**src/aud_pkg.sv**
```systemverilog
`default_nettype none

package aud_pkg;

    // sample and memory geometry
    localparam int SAMPLE_W = 16;
    localparam int ADDR_W   = 8;
    localparam int MEM_SIZE = 1 << ADDR_W;

    // player FIFO, depth must be a power of two
    localparam int FIFO_DEPTH = 4;
    localparam int FIFO_PTR_W = $clog2(FIFO_DEPTH);
    localparam int CREDIT_W   = $clog2(FIFO_DEPTH + 1);

    typedef logic signed [SAMPLE_W-1:0] pcm_sample_t;

    typedef struct packed {
        logic              valid;
        logic [ADDR_W-1:0] addr;
        pcm_sample_t       data;
    } ram_wr_t;

    // one-cycle pulses to the recorder
    typedef struct packed {
        logic start;
        logic pause;
        logic stop;
    } rec_cmd_t;

    typedef struct packed {
        logic            start;
        logic            stop;
        logic [ADDR_W:0] len;   // recorded samples, up to MEM_SIZE
    } play_cmd_t;

    typedef struct packed {
        logic        valid;
        pcm_sample_t data;
    } sample_xfer_t;

endpackage

`default_nettype wire

```
**src/aud_fetch.sv**
```systemverilog
`timescale 1ns/10ps
`default_nettype none

module aud_fetch import aud_pkg::*; (
    input  wire logic        i_bclk,
    input  wire logic        i_rst_n,
    input  wire play_cmd_t   i_cmd,
    input  wire logic        i_credit,
    input  wire pcm_sample_t i_rd_data,
    output logic [ADDR_W-1:0] o_rd_addr,
    output sample_xfer_t     o_xfer,
    output logic             o_done
);

    logic                running_r;
    logic                pend_r;     // read in flight
    logic [ADDR_W:0]     addr_r;
    logic [ADDR_W:0]     len_r;
    logic [CREDIT_W-1:0] credit_r;
    logic                issue;

    assign issue       = running_r && (addr_r != len_r) && (credit_r != '0);
    assign o_rd_addr   = addr_r[ADDR_W-1:0];
    assign o_xfer.valid = pend_r;
    assign o_xfer.data  = i_rd_data;
    assign o_done      = pend_r && (addr_r == len_r);  // last sample leaving

    always_ff @(posedge i_bclk or negedge i_rst_n) begin
        if (!i_rst_n) begin
            running_r <= 1'b0;
            pend_r    <= 1'b0;
            addr_r    <= '0;
            len_r     <= '0;
            credit_r  <= CREDIT_W'(FIFO_DEPTH);
        end else if (i_cmd.stop) begin
            running_r <= 1'b0;
            pend_r    <= 1'b0;
        end else if (i_cmd.start) begin
            running_r <= 1'b1;
            pend_r    <= 1'b0;
            addr_r    <= '0;
            len_r     <= i_cmd.len;
            credit_r  <= CREDIT_W'(FIFO_DEPTH);  // FIFO flushed alongside
        end else begin
            pend_r   <= issue;
            credit_r <= credit_r - CREDIT_W'(issue) + CREDIT_W'(i_credit);
            if (issue) begin
                addr_r <= addr_r + 1'b1;
            end
            if (o_done) begin
                running_r <= 1'b0;
            end
        end
    end

endmodule

`default_nettype wire

```
**src/aud_player.sv**
```systemverilog
`timescale 1ns/10ps
`default_nettype none

module aud_player import aud_pkg::*; (
    input  wire logic         i_bclk,
    input  wire logic         i_rst_n,
    input  wire logic         i_daclrck,
    input  wire logic         i_flush,
    input  wire sample_xfer_t i_xfer,
    output logic              o_credit,
    output logic              o_aud_dacdat
);

    typedef enum logic [1:0] {S_IDLE, S_DATAL, S_IDLE2, S_DATAR} play_state_e;

    play_state_e state_r, state_w;
    logic [3:0]  cnt_r, cnt_w;
    logic        dacdat_r, dacdat_w;
    logic        credit_r;
    logic        left_start;
    logic        pop;
    logic        fifo_empty;
    pcm_sample_t fifo_head;
    pcm_sample_t sample_r;     // held for both slots

    aud_sample_fifo u_fifo (
        .i_bclk  (i_bclk),
        .i_rst_n (i_rst_n),
        .i_flush (i_flush),
        .i_push  (i_xfer),
        .i_pop   (pop),
        .o_head  (fifo_head),
        .o_empty (fifo_empty)
    );

    assign left_start   = (state_r == S_IDLE) && !i_daclrck;
    assign pop          = left_start && !fifo_empty && !i_flush;
    assign o_credit     = credit_r;
    assign o_aud_dacdat = dacdat_r;

    always_comb begin
        state_w  = state_r;
        cnt_w    = cnt_r;
        dacdat_w = 1'b0;

        case (state_r)
            S_IDLE: begin
                if (!i_daclrck) begin  // left slot
                    state_w = S_DATAL;
                end
            end
            S_DATAL, S_DATAR: begin
                dacdat_w = sample_r[cnt_r];
                if (cnt_r != '0) begin
                    cnt_w = cnt_r - 1'b1;
                end else begin
                    cnt_w   = 4'hf;
                    state_w = (state_r == S_DATAL) ? S_IDLE2 : S_IDLE;
                end
            end
            S_IDLE2: begin
                if (i_daclrck) begin  // right slot
                    state_w = S_DATAR;
                end
            end
            default: state_w = S_IDLE;
        endcase
    end

    always_ff @(posedge i_bclk or negedge i_rst_n) begin
        if (!i_rst_n) begin
            state_r  <= S_IDLE;
            cnt_r    <= 4'hf;
            dacdat_r <= 1'b0;
            credit_r <= 1'b0;
        end else begin
            state_r  <= state_w;
            cnt_r    <= cnt_w;
            dacdat_r <= dacdat_w;
            credit_r <= pop;  // one credit back per pop
        end
    end

    always_ff @(posedge i_bclk) begin
        if (i_flush) begin
            sample_r <= '0;
        end else if (left_start) begin
            sample_r <= fifo_empty ? pcm_sample_t'(0) : fifo_head;  // underrun plays silence
        end
    end

endmodule

`default_nettype wire

```
**src/aud_recorder.sv**
```systemverilog
`timescale 1ns/10ps
`default_nettype none

module aud_recorder import aud_pkg::*; (
    input  wire logic     i_bclk,
    input  wire logic     i_rst_n,
    input  wire logic     i_adclrck,
    input  wire logic     i_adcdat,
    input  wire rec_cmd_t i_cmd,
    output ram_wr_t       o_wr
);

    typedef enum logic [1:0] {S_IDLE, S_WAIT, S_SHIFT, S_PAUSE} rec_state_e;

    rec_state_e        state_r, state_w;
    logic [3:0]        cnt_r, cnt_w;
    logic [ADDR_W-1:0] addr_r, addr_w;
    logic              pend_r, pend_w;      // pause seen mid-sample
    logic              wr_valid_r, wr_valid_w;
    logic              shift_en;
    pcm_sample_t       shift_r;

    // addr_r moves on only after the write has gone out
    assign o_wr.valid = wr_valid_r;
    assign o_wr.addr  = addr_r;
    assign o_wr.data  = shift_r;

    always_comb begin
        state_w    = state_r;
        cnt_w      = cnt_r;
        addr_w     = wr_valid_r ? addr_r + 1'b1 : addr_r;
        pend_w     = pend_r;
        wr_valid_w = 1'b0;
        shift_en   = 1'b0;

        if (i_cmd.stop) begin
            state_w = S_IDLE;  // partial sample dropped
            pend_w  = 1'b0;
        end else begin
            case (state_r)
                S_IDLE: begin
                    if (i_cmd.start) begin
                        state_w = S_WAIT;
                        cnt_w   = '0;
                        addr_w  = '0;
                    end
                end
                S_WAIT: begin
                    if (i_cmd.pause) begin
                        state_w = S_PAUSE;
                    end else if (i_adclrck) begin  // right half seen
                        state_w = S_SHIFT;
                        cnt_w   = '0;
                    end
                end
                S_SHIFT: begin
                    if (i_cmd.pause && cnt_r == '0) begin
                        state_w = S_PAUSE;
                    end else begin
                        if (i_cmd.pause) begin
                            pend_w = 1'b1;
                        end
                        if (!i_adclrck) begin
                            shift_en = 1'b1;
                            cnt_w    = cnt_r + 1'b1;
                            if (cnt_r == 4'hf) begin
                                wr_valid_w = 1'b1;
                                state_w    = (pend_r || i_cmd.pause) ? S_PAUSE : S_WAIT;
                                pend_w     = 1'b0;
                            end
                        end
                    end
                end
                S_PAUSE: begin
                    if (i_cmd.start) begin
                        state_w = S_WAIT;
                    end
                end
                default: state_w = S_IDLE;
            endcase
        end
    end

    always_ff @(posedge i_bclk or negedge i_rst_n) begin
        if (!i_rst_n) begin
            state_r    <= S_IDLE;
            cnt_r      <= '0;
            addr_r     <= '0;
            pend_r     <= 1'b0;
            wr_valid_r <= 1'b0;
        end else begin
            state_r    <= state_w;
            cnt_r      <= cnt_w;
            addr_r     <= addr_w;
            pend_r     <= pend_w;
            wr_valid_r <= wr_valid_w;
        end
    end

    always_ff @(posedge i_bclk) begin
        if (shift_en) begin
            shift_r <= {shift_r[SAMPLE_W-2:0], i_adcdat};  // msb first
        end
    end

endmodule

`default_nettype wire

```
**src/aud_sample_fifo.sv**
```systemverilog
`timescale 1ns/10ps
`default_nettype none

module aud_sample_fifo import aud_pkg::*; (
    input  wire logic         i_bclk,
    input  wire logic         i_rst_n,
    input  wire logic         i_flush,
    input  wire sample_xfer_t i_push,
    input  wire logic         i_pop,
    output pcm_sample_t       o_head,
    output logic              o_empty
);

    pcm_sample_t           mem [FIFO_DEPTH];
    logic [FIFO_PTR_W:0]   wr_ptr_r;   // extra bit tells full from empty
    logic [FIFO_PTR_W:0]   rd_ptr_r;

    assign o_empty = (wr_ptr_r == rd_ptr_r);
    assign o_head  = mem[rd_ptr_r[FIFO_PTR_W-1:0]];

    // sender holds a credit per push, so no full check here
    always_ff @(posedge i_bclk) begin
        if (i_push.valid) begin
            mem[wr_ptr_r[FIFO_PTR_W-1:0]] <= i_push.data;
        end
    end

    always_ff @(posedge i_bclk or negedge i_rst_n) begin
        if (!i_rst_n) begin
            wr_ptr_r <= '0;
            rd_ptr_r <= '0;
        end else if (i_flush) begin
            wr_ptr_r <= '0;
            rd_ptr_r <= '0;
        end else begin
            if (i_push.valid) begin
                wr_ptr_r <= wr_ptr_r + 1'b1;
            end
            if (i_pop && !o_empty) begin
                rd_ptr_r <= rd_ptr_r + 1'b1;
            end
        end
    end

endmodule

`default_nettype wire

```
**src/aud_top.sv**
```systemverilog
`timescale 1ns/10ps
`default_nettype none

module aud_top import aud_pkg::*; (
    input  wire logic        i_bclk,
    input  wire logic        i_rst_n,
    input  wire logic        i_daclrck,
    input  wire logic        i_adclrck,
    input  wire logic        i_adcdat,
    input  wire logic        i_rec,
    input  wire logic        i_play,
    input  wire logic        i_pause,
    input  wire logic        i_stop,
    output logic             o_aud_dacdat,
    output logic             o_rec_active,
    output logic             o_play_active,
    output logic [ADDR_W:0]  o_rec_count
);

    rec_cmd_t          rec_cmd;
    play_cmd_t         play_cmd;
    ram_wr_t           wr;
    logic              done;
    logic [ADDR_W-1:0] rd_addr;
    pcm_sample_t       rd_data;
    sample_xfer_t      xfer;
    logic              credit;

    aud_transport u_transport (
        .i_bclk        (i_bclk),
        .i_rst_n       (i_rst_n),
        .i_rec         (i_rec),
        .i_play        (i_play),
        .i_pause       (i_pause),
        .i_stop        (i_stop),
        .i_wr          (wr),
        .i_done        (done),
        .o_rec_cmd     (rec_cmd),
        .o_play_cmd    (play_cmd),
        .o_rec_active  (o_rec_active),
        .o_play_active (o_play_active),
        .o_rec_count   (o_rec_count)
    );

    aud_recorder u_recorder (
        .i_bclk    (i_bclk),
        .i_rst_n   (i_rst_n),
        .i_adclrck (i_adclrck),
        .i_adcdat  (i_adcdat),
        .i_cmd     (rec_cmd),
        .o_wr      (wr)
    );

    sample_ram u_ram (
        .i_bclk    (i_bclk),
        .i_wr      (wr),
        .i_rd_addr (rd_addr),
        .o_rd_data (rd_data)
    );

    aud_fetch u_fetch (
        .i_bclk    (i_bclk),
        .i_rst_n   (i_rst_n),
        .i_cmd     (play_cmd),
        .i_credit  (credit),
        .i_rd_data (rd_data),
        .o_rd_addr (rd_addr),
        .o_xfer    (xfer),
        .o_done    (done)
    );

    aud_player u_player (
        .i_bclk       (i_bclk),
        .i_rst_n      (i_rst_n),
        .i_daclrck    (i_daclrck),
        .i_flush      (play_cmd.start | play_cmd.stop),
        .i_xfer       (xfer),
        .o_credit     (credit),
        .o_aud_dacdat (o_aud_dacdat)
    );

endmodule

`default_nettype wire

```
**src/aud_transport.sv**
```systemverilog
`timescale 1ns/10ps
`default_nettype none

module aud_transport import aud_pkg::*; (
    input  wire logic            i_bclk,
    input  wire logic            i_rst_n,
    input  wire logic            i_rec,
    input  wire logic            i_play,
    input  wire logic            i_pause,
    input  wire logic            i_stop,
    input  wire ram_wr_t         i_wr,
    input  wire logic            i_done,
    output rec_cmd_t             o_rec_cmd,
    output play_cmd_t            o_play_cmd,
    output logic                 o_rec_active,
    output logic                 o_play_active,
    output logic [ADDR_W:0]      o_rec_count
);

    typedef enum logic [1:0] {T_IDLE, T_REC, T_RPAUSE, T_PLAY} xport_state_e;

    xport_state_e    state_r, state_w;
    logic [ADDR_W:0] count_r;
    logic            sat;
    logic            clr_count;

    assign sat           = (count_r == (ADDR_W+1)'(MEM_SIZE));  // memory full
    assign o_rec_active  = (state_r == T_REC) || (state_r == T_RPAUSE);
    assign o_play_active = (state_r == T_PLAY);
    assign o_rec_count   = count_r;

    always_comb begin
        state_w          = state_r;
        o_rec_cmd        = '0;
        o_play_cmd.start = 1'b0;
        o_play_cmd.stop  = 1'b0;
        o_play_cmd.len   = count_r;
        clr_count        = 1'b0;

        case (state_r)
            T_IDLE: begin
                if (i_rec) begin
                    o_rec_cmd.start = 1'b1;
                    clr_count       = 1'b1;
                    state_w         = T_REC;
                end else if (i_play && count_r != '0) begin  // nothing to play otherwise
                    o_play_cmd.start = 1'b1;
                    state_w          = T_PLAY;
                end
            end
            T_REC: begin
                if (i_stop || sat) begin
                    o_rec_cmd.stop = 1'b1;
                    state_w        = T_IDLE;
                end else if (i_pause) begin
                    o_rec_cmd.pause = 1'b1;
                    state_w         = T_RPAUSE;
                end
            end
            T_RPAUSE: begin
                if (i_stop || sat) begin
                    o_rec_cmd.stop = 1'b1;
                    state_w        = T_IDLE;
                end else if (i_rec || i_pause) begin  // resume, count kept
                    o_rec_cmd.start = 1'b1;
                    state_w         = T_REC;
                end
            end
            T_PLAY: begin
                if (i_stop) begin
                    o_play_cmd.stop = 1'b1;
                    state_w         = T_IDLE;
                end else if (i_done) begin
                    state_w = T_IDLE;
                end
            end
            default: state_w = T_IDLE;
        endcase
    end

    always_ff @(posedge i_bclk or negedge i_rst_n) begin
        if (!i_rst_n) begin
            state_r <= T_IDLE;
            count_r <= '0;
        end else begin
            state_r <= state_w;
            if (clr_count) begin
                count_r <= '0;
            end else if (i_wr.valid && !sat) begin
                count_r <= count_r + 1'b1;
            end
        end
    end

endmodule

`default_nettype wire

```
**src/sample_ram.sv**
```systemverilog
`timescale 1ns/10ps
`default_nettype none

module sample_ram import aud_pkg::*; (
    input  wire logic              i_bclk,
    input  wire ram_wr_t           i_wr,
    input  wire logic [ADDR_W-1:0] i_rd_addr,
    output pcm_sample_t            o_rd_data
);

    pcm_sample_t mem [MEM_SIZE];

    always_ff @(posedge i_bclk) begin
        if (i_wr.valid) begin
            mem[i_wr.addr] <= i_wr.data;
        end
    end

    // registered read, data one cycle after the address
    always_ff @(posedge i_bclk) begin
        o_rd_data <= mem[i_rd_addr];
    end

endmodule

`default_nettype wire

```
**config.mk**
```make
export PLATFORM = sky130hd
export DESIGN_NAME = aud_top
export DESIGN_NICKNAME = d
export VERILOG_FILES = /design/src/aud_pkg.sv /design/src/aud_fetch.sv /design/src/aud_player.sv /design/src/aud_recorder.sv /design/src/aud_sample_fifo.sv /design/src/aud_top.sv /design/src/aud_transport.sv /design/src/sample_ram.sv
export SDC_FILE = /design/constraint.sdc
export NUM_CORES = 2
export LEC_CHECK = 0
export BUFFER_PORTS_ARGS = -buffer_cell sky130_fd_sc_hd__buf_4
export CAP_MARGIN = 0
export CORE_MARGIN = 4
export CORE_UTILIZATION = 34
export DETAILED_ROUTE_END_ITERATION = 10
export PLACE_DENSITY = 0.49
export SLEW_MARGIN = 10
export SYNTH_ARGS = -nofsm -noshare
export SYNTH_HDL_FRONTEND = slang
export SYNTH_MEMORY_MAX_BITS = 65536
export SYNTH_SLANG_ARGS = --single-unit
```
**constraint.sdc**
```tcl
create_clock -name i_bclk -period 10.65 [get_ports i_bclk]
set_clock_uncertainty 0.15 [all_clocks]
set_input_delay 1.065 -clock i_bclk [delete_from_list [all_inputs] [get_ports i_bclk]]
set_output_delay 1.065 -clock i_bclk [all_outputs]
set_load 0.05 [all_outputs]
```
==> summary.md <==
In the synthesized netlist the dominant register cell turns out to be sky130_fd_sc_hd__edfxtp_1. After legalization and detailed placement, the total HPWL measured 301.2 mm. The flow ran to the end, and the final reports show no timing, DRC or antenna violations. Max-cap violations in this run came to 0. The time the worst path needs with I/O delays and setup was 5615 ps.

The run gives 0 as the remaining routing DRC violations. The overall fraction of global-route tracks in use was 19.77%. The tools report the final setup violation count as 0.

The logs give 127700 µm² for the sequential cell area in the final layout and 35150 µm² for the area occupied by multi-input gates. Cells fill 39.09% of the core in the end. Summed over all layers, the routed wires come to 504.0 mm.

The run gives 83427 as the number of global-route vias before repair. The critical path endpoint category was a flop. For the cell count after placement, the log shows 14233. Required time reported for the critical path endpoint: 11400 ps. The tools report the number of distinct standard cells referenced by the synthesized netlist as 83. The die covers 497600 µm². Final hold analysis gives a worst-case slack of 105.4 ps. Routability-driven placement finished with a final weighted congestion of 0.8245.

The run gives 0 as the number of warnings issued by yosys. Detailed routing placed a total of 35.06 mm of wire on met3. The path class of the tightest hold or removal check is input pin to flop.

The analysis attributes to cell leakage a power of 59.22 nW. The run gives 9984 as the number of DRC violations after detailed-routing iteration 0. The H-tree was split into 5 levels. Once detail routing completed, the nets flagged for antenna violations numbered 0. The number of register bits inferred by synthesis is 4272, and the number of sinks on the clock net is 4272. The met2 layer wire length in the routed design was 240.3 mm; the initial antenna violation count was 18. After detailed routing, the number of vias per cell comes to 5.543. Of all nets on the critical path, the largest fanout is 91. The cell chosen for the clock root is sky130_fd_sc_hd__clkbuf_16.

The number of setup buffers added after CTS is 0. Number of nets produced by synthesis: 7846. The run gives 0 as the total global routing overflow. The total negative setup slack came out at 0 ps.

Entering global routing, the biggest net connects 194 pins. Sequential cells were found to cover 77.18% of the synthesized design area. Post-synthesis to final-layout area growth: 14.26%. The post-route fraction of the period consumed by the critical path came out at 52.72%. The fraction of synthesis flops using an asynchronous set or reset pin came out at 1.498%.

The run gives 5040 ps as the reg-to-reg setup timing slack. The type of the worst setup path is flop to flop. Setup repair after global routing left no endpoint under its margin. Post-CTS clock slew at the launch and capture registers of the worst setup and hold paths: 60 ps.

The logs give 165400 µm² for the post-synth design cell area and 442 for the clock buffer count from CTS. The placed instances occupy a cell area of 174800 µm². STA puts the critical path data arrival time at 6360 ps.

The die is 705.4 µm tall. The number of enable flip-flop cells after synthesis works out to 4176. Measured against its own limit, the worst slew margin works out to 5.462%. Wire length on met1: 214.6 mm.

Counting every instance in the synthesized netlist gives 7805. The floorplan step set the die width to 705.4 µm. For the number of filler cells placed in the layout, the log shows 43120. The run gives 4993 ps as the worst setup slack before clock tree synthesis. The first global-routing pass estimated 695.3 mm of wire.

For the placeable core region, the log shows 483400 µm². The final max-slew violation count is 0, and the clock tree buffer depth is 4. For this design the top-level I/O count stands at 21. Cells with a size suffix above 1 make up 25.54% of the layout. Starting density of the core: 34.21%. The completed layout was analyzed and its total power is 46.07 mW. The initialized floorplan defines 255 standard-cell rows. Dividing the detail-routed wire length by the instance count gives 33.42 µm. The worst-case vdd ir drop was 0.3095 mV. Fraction of post-synthesis cell area in the top cell type by area: 75.82%.

Once routing completed, OpenROAD measured the worst setup slack at 5035 ps. For the pin with the worst max-slew slack, the measured transition is 1418 ps. The cell taking the most area after synthesis is sky130_fd_sc_hd__edfxtp_1.

After routing the design area is 189000 µm². The highest routed metal layer is met5. The finished layout holds 15080 standard cells, fillers aside. The worst setup path is launched from a flop.

Highest achievable clock rate: 178.1 MHz. The first-pass iteration count of the detailed router is 6, and the number of buffer cells added on primary ports is 20. The mean instance size in the synthesized netlist was 21.19 µm². TritonCTS built the clock tree. Power spread over the standard cell area amounts to 243.8 nW/µm². After synthesis, the cell types taking the most area are sky130_fd_sc_hd__edfxtp_1 (76%), sky130_fd_sc_hd__mux4_2 (12%), sky130_fd_sc_hd__mux2i_1 (2.2%). For this run, the post-layout net count is 8297. The clock reaches the later pin of the worst-skew pair after 1030 ps.

The logs give 83581 for the total via count after detailed routing and 0 for the number of hold violations in the final report.
==> sequential cells by signal (all words and copies together) (netlist names), 2 cells and up <==
| register | flops |
|---|---|
| u_transport.o_rec_count | 9 |
| u_player.u_fifo.rd_ptr_r | 3 |
| u_player.cnt_r | 4 |
| u_recorder.state_r | 2 |
| u_fetch.len_r | 9 |
| u_recorder.cnt_r | 4 |
| u_fetch.credit_r | 3 |
| u_player.sample_r | 16 |
| u_player.u_fifo.mem | 64 |
| u_recorder.shift_r | 16 |
| u_ram.mem | 4096 |
| u_fetch.addr_r | 9 |
| u_ram.o_rd_data | 16 |
| u_transport.state_r | 2 |
| u_player.u_fifo.wr_ptr_r | 3 |
| u_player.state_r | 2 |
| u_recorder.addr_r | 8 |
==> area by class of cell <==
class | instances | share of cell area, %
Inverter | 32 | 0.07151
Tap cell | 6425 | 4.254
Clock buffer | 577 | 6.263
Multi-Input combinational cell | 3033 | 18.60
Timing Repair Buffer | 475 | 2.090
Clock inverter | 245 | 1.136
Sequential cell | 4272 | 67.56
Antenna cell | 21 | 0.02781
==> what timing repair did <==
action	4_1_cts	5_1_grt
hold endpoints to repair	4	0
resized for setup	0	0
hold buffers	1	0
==> logic make-up after synthesis <==
group                      synth area share [%]
and+or+nand+nor                           2.087
xor gates and xnor gates                 0.1589
DFF                                       77.18
muxes                                     14.85
adders and majority gates                0.2466
AOI/OAI and AO/OA                         3.655
buffers and inverters                     1.824
==> cell usage after synthesis, types with 11 or more instances <==
| cell | count |
|---|---|
| sky130_fd_sc_hd__inv_1 | 30 |
| sky130_fd_sc_hd__mux4_2 | 882 |
| sky130_fd_sc_hd__a22o_1 | 51 |
| sky130_fd_sc_hd__a221oi_1 | 105 |
| sky130_fd_sc_hd__or2_2 | 14 |
| sky130_fd_sc_hd__xor2_1 | 21 |
| sky130_fd_sc_hd__a211oi_1 | 35 |
| sky130_fd_sc_hd__o32ai_1 | 12 |
| sky130_fd_sc_hd__buf_2 | 73 |
| sky130_fd_sc_hd__buf_1 | 29 |
| sky130_fd_sc_hd__a31oi_1 | 38 |
| sky130_fd_sc_hd__o31ai_1 | 37 |
| sky130_fd_sc_hd__mux2i_1 | 368 |
| sky130_fd_sc_hd__mux2_2 | 66 |
| sky130_fd_sc_hd__edfxtp_1 | 4176 |
| sky130_fd_sc_hd__nor3_1 | 42 |
| sky130_fd_sc_hd__o22ai_1 | 114 |
| sky130_fd_sc_hd__o211ai_1 | 24 |
| sky130_fd_sc_hd__nand2_1 | 180 |
| sky130_fd_sc_hd__nor2_1 | 431 |
| sky130_fd_sc_hd__nand3_1 | 23 |
| sky130_fd_sc_hd__buf_6 | 65 |
| sky130_fd_sc_hd__nor2b_1 | 24 |
| sky130_fd_sc_hd__nand2b_1 | 18 |
| sky130_fd_sc_hd__a22oi_1 | 41 |
| sky130_fd_sc_hd__and2_1 | 14 |
| sky130_fd_sc_hd__buf_4 | 53 |
| sky130_fd_sc_hd__ha_1 | 31 |
| sky130_fd_sc_hd__a32oi_1 | 11 |
| sky130_fd_sc_hd__buf_8 | 22 |
| sky130_fd_sc_hd__dfrtp_1 | 59 |
| sky130_fd_sc_hd__a2111oi_0 | 12 |
| sky130_fd_sc_hd__clkbuf_1 | 219 |
| sky130_fd_sc_hd__a221o_1 | 52 |
| sky130_fd_sc_hd__o21ai_0 | 119 |
| sky130_fd_sc_hd__a21oi_1 | 121 |
| sky130_fd_sc_hd__dfxtp_1 | 32 |
==> placed cells by master (no fill, tap or decap), types with 66 or more instances in the layout <==
cell type	n
sky130_fd_sc_hd__clkbuf_1	115
sky130_fd_sc_hd__buf_4	441
sky130_fd_sc_hd__mux2i_1	368
sky130_fd_sc_hd__clkinv_2	86
sky130_fd_sc_hd__mux4_2	882
sky130_fd_sc_hd__clkbuf_16	448
sky130_fd_sc_hd__clkinv_1	98
sky130_fd_sc_hd__nor2_1	359
sky130_fd_sc_hd__a221oi_1	105
sky130_fd_sc_hd__o22ai_1	113
sky130_fd_sc_hd__nor2_2	70
sky130_fd_sc_hd__nand2_1	166
sky130_fd_sc_hd__a21oi_1	119
sky130_fd_sc_hd__mux2_2	66
sky130_fd_sc_hd__o21ai_0	111
sky130_fd_sc_hd__edfxtp_1	4176
==> final timing paths <==
kind                                                            to                                from  cells after the start
min in group asynchronous  u_player.u_fifo.wr_ptr_r[2]$_DFFE_PN0P_                             i_rst_n                      2
hold reg to reg                 u_player.sample_r[14]$_SDFFE_PN0P_  u_player.sample_r[14]$_SDFFE_PN0P_                      1
max in group asynchronous            u_fetch.addr_r[3]$_DFFE_PN0P_                             i_rst_n                      2
setup reg to reg                        u_ram.o_rd_data[2]$_DFF_P_       u_fetch.addr_r[0]$_DFFE_PN0P_                      8
hold / removal                     u_recorder.shift_r[0]$_DFFE_PP_                            i_adcdat                      1
setup / recovery                        u_ram.o_rd_data[2]$_DFF_P_       u_fetch.addr_r[0]$_DFFE_PN0P_                      8
==> metal layers <==
layer  vias to the layer above  GRT usage (%)
met1                     46058          27.88
met2                      3239          31.94
met3                       642          3.186
met5                         -        0.08651
li1                      33638              -
met4                         4          5.224
==> where the power goes <==
part	leakage (nW)	internal, mW	total (mW)	switching [mW]
logic	13.8	4.52	11.7	7.21
registers	38.6	18.9	19.3	0.383
clock network	6.81	8.46	15.0	6.58
==> critical path, cell delays in order (launching register included) <==
cell                      delay (ps)
sky130_fd_sc_hd__dfrtp_4         930
sky130_fd_sc_hd__buf_12          620
sky130_fd_sc_hd__buf_12          470
sky130_fd_sc_hd__mux4_2          580
sky130_fd_sc_hd__mux2i_1         530
sky130_fd_sc_hd__o21ai_0         270
sky130_fd_sc_hd__a21oi_1         770
sky130_fd_sc_hd__a32oi_1         420
sky130_fd_sc_hd__mux2_2          420
Power figures use the tool's default switching activity.
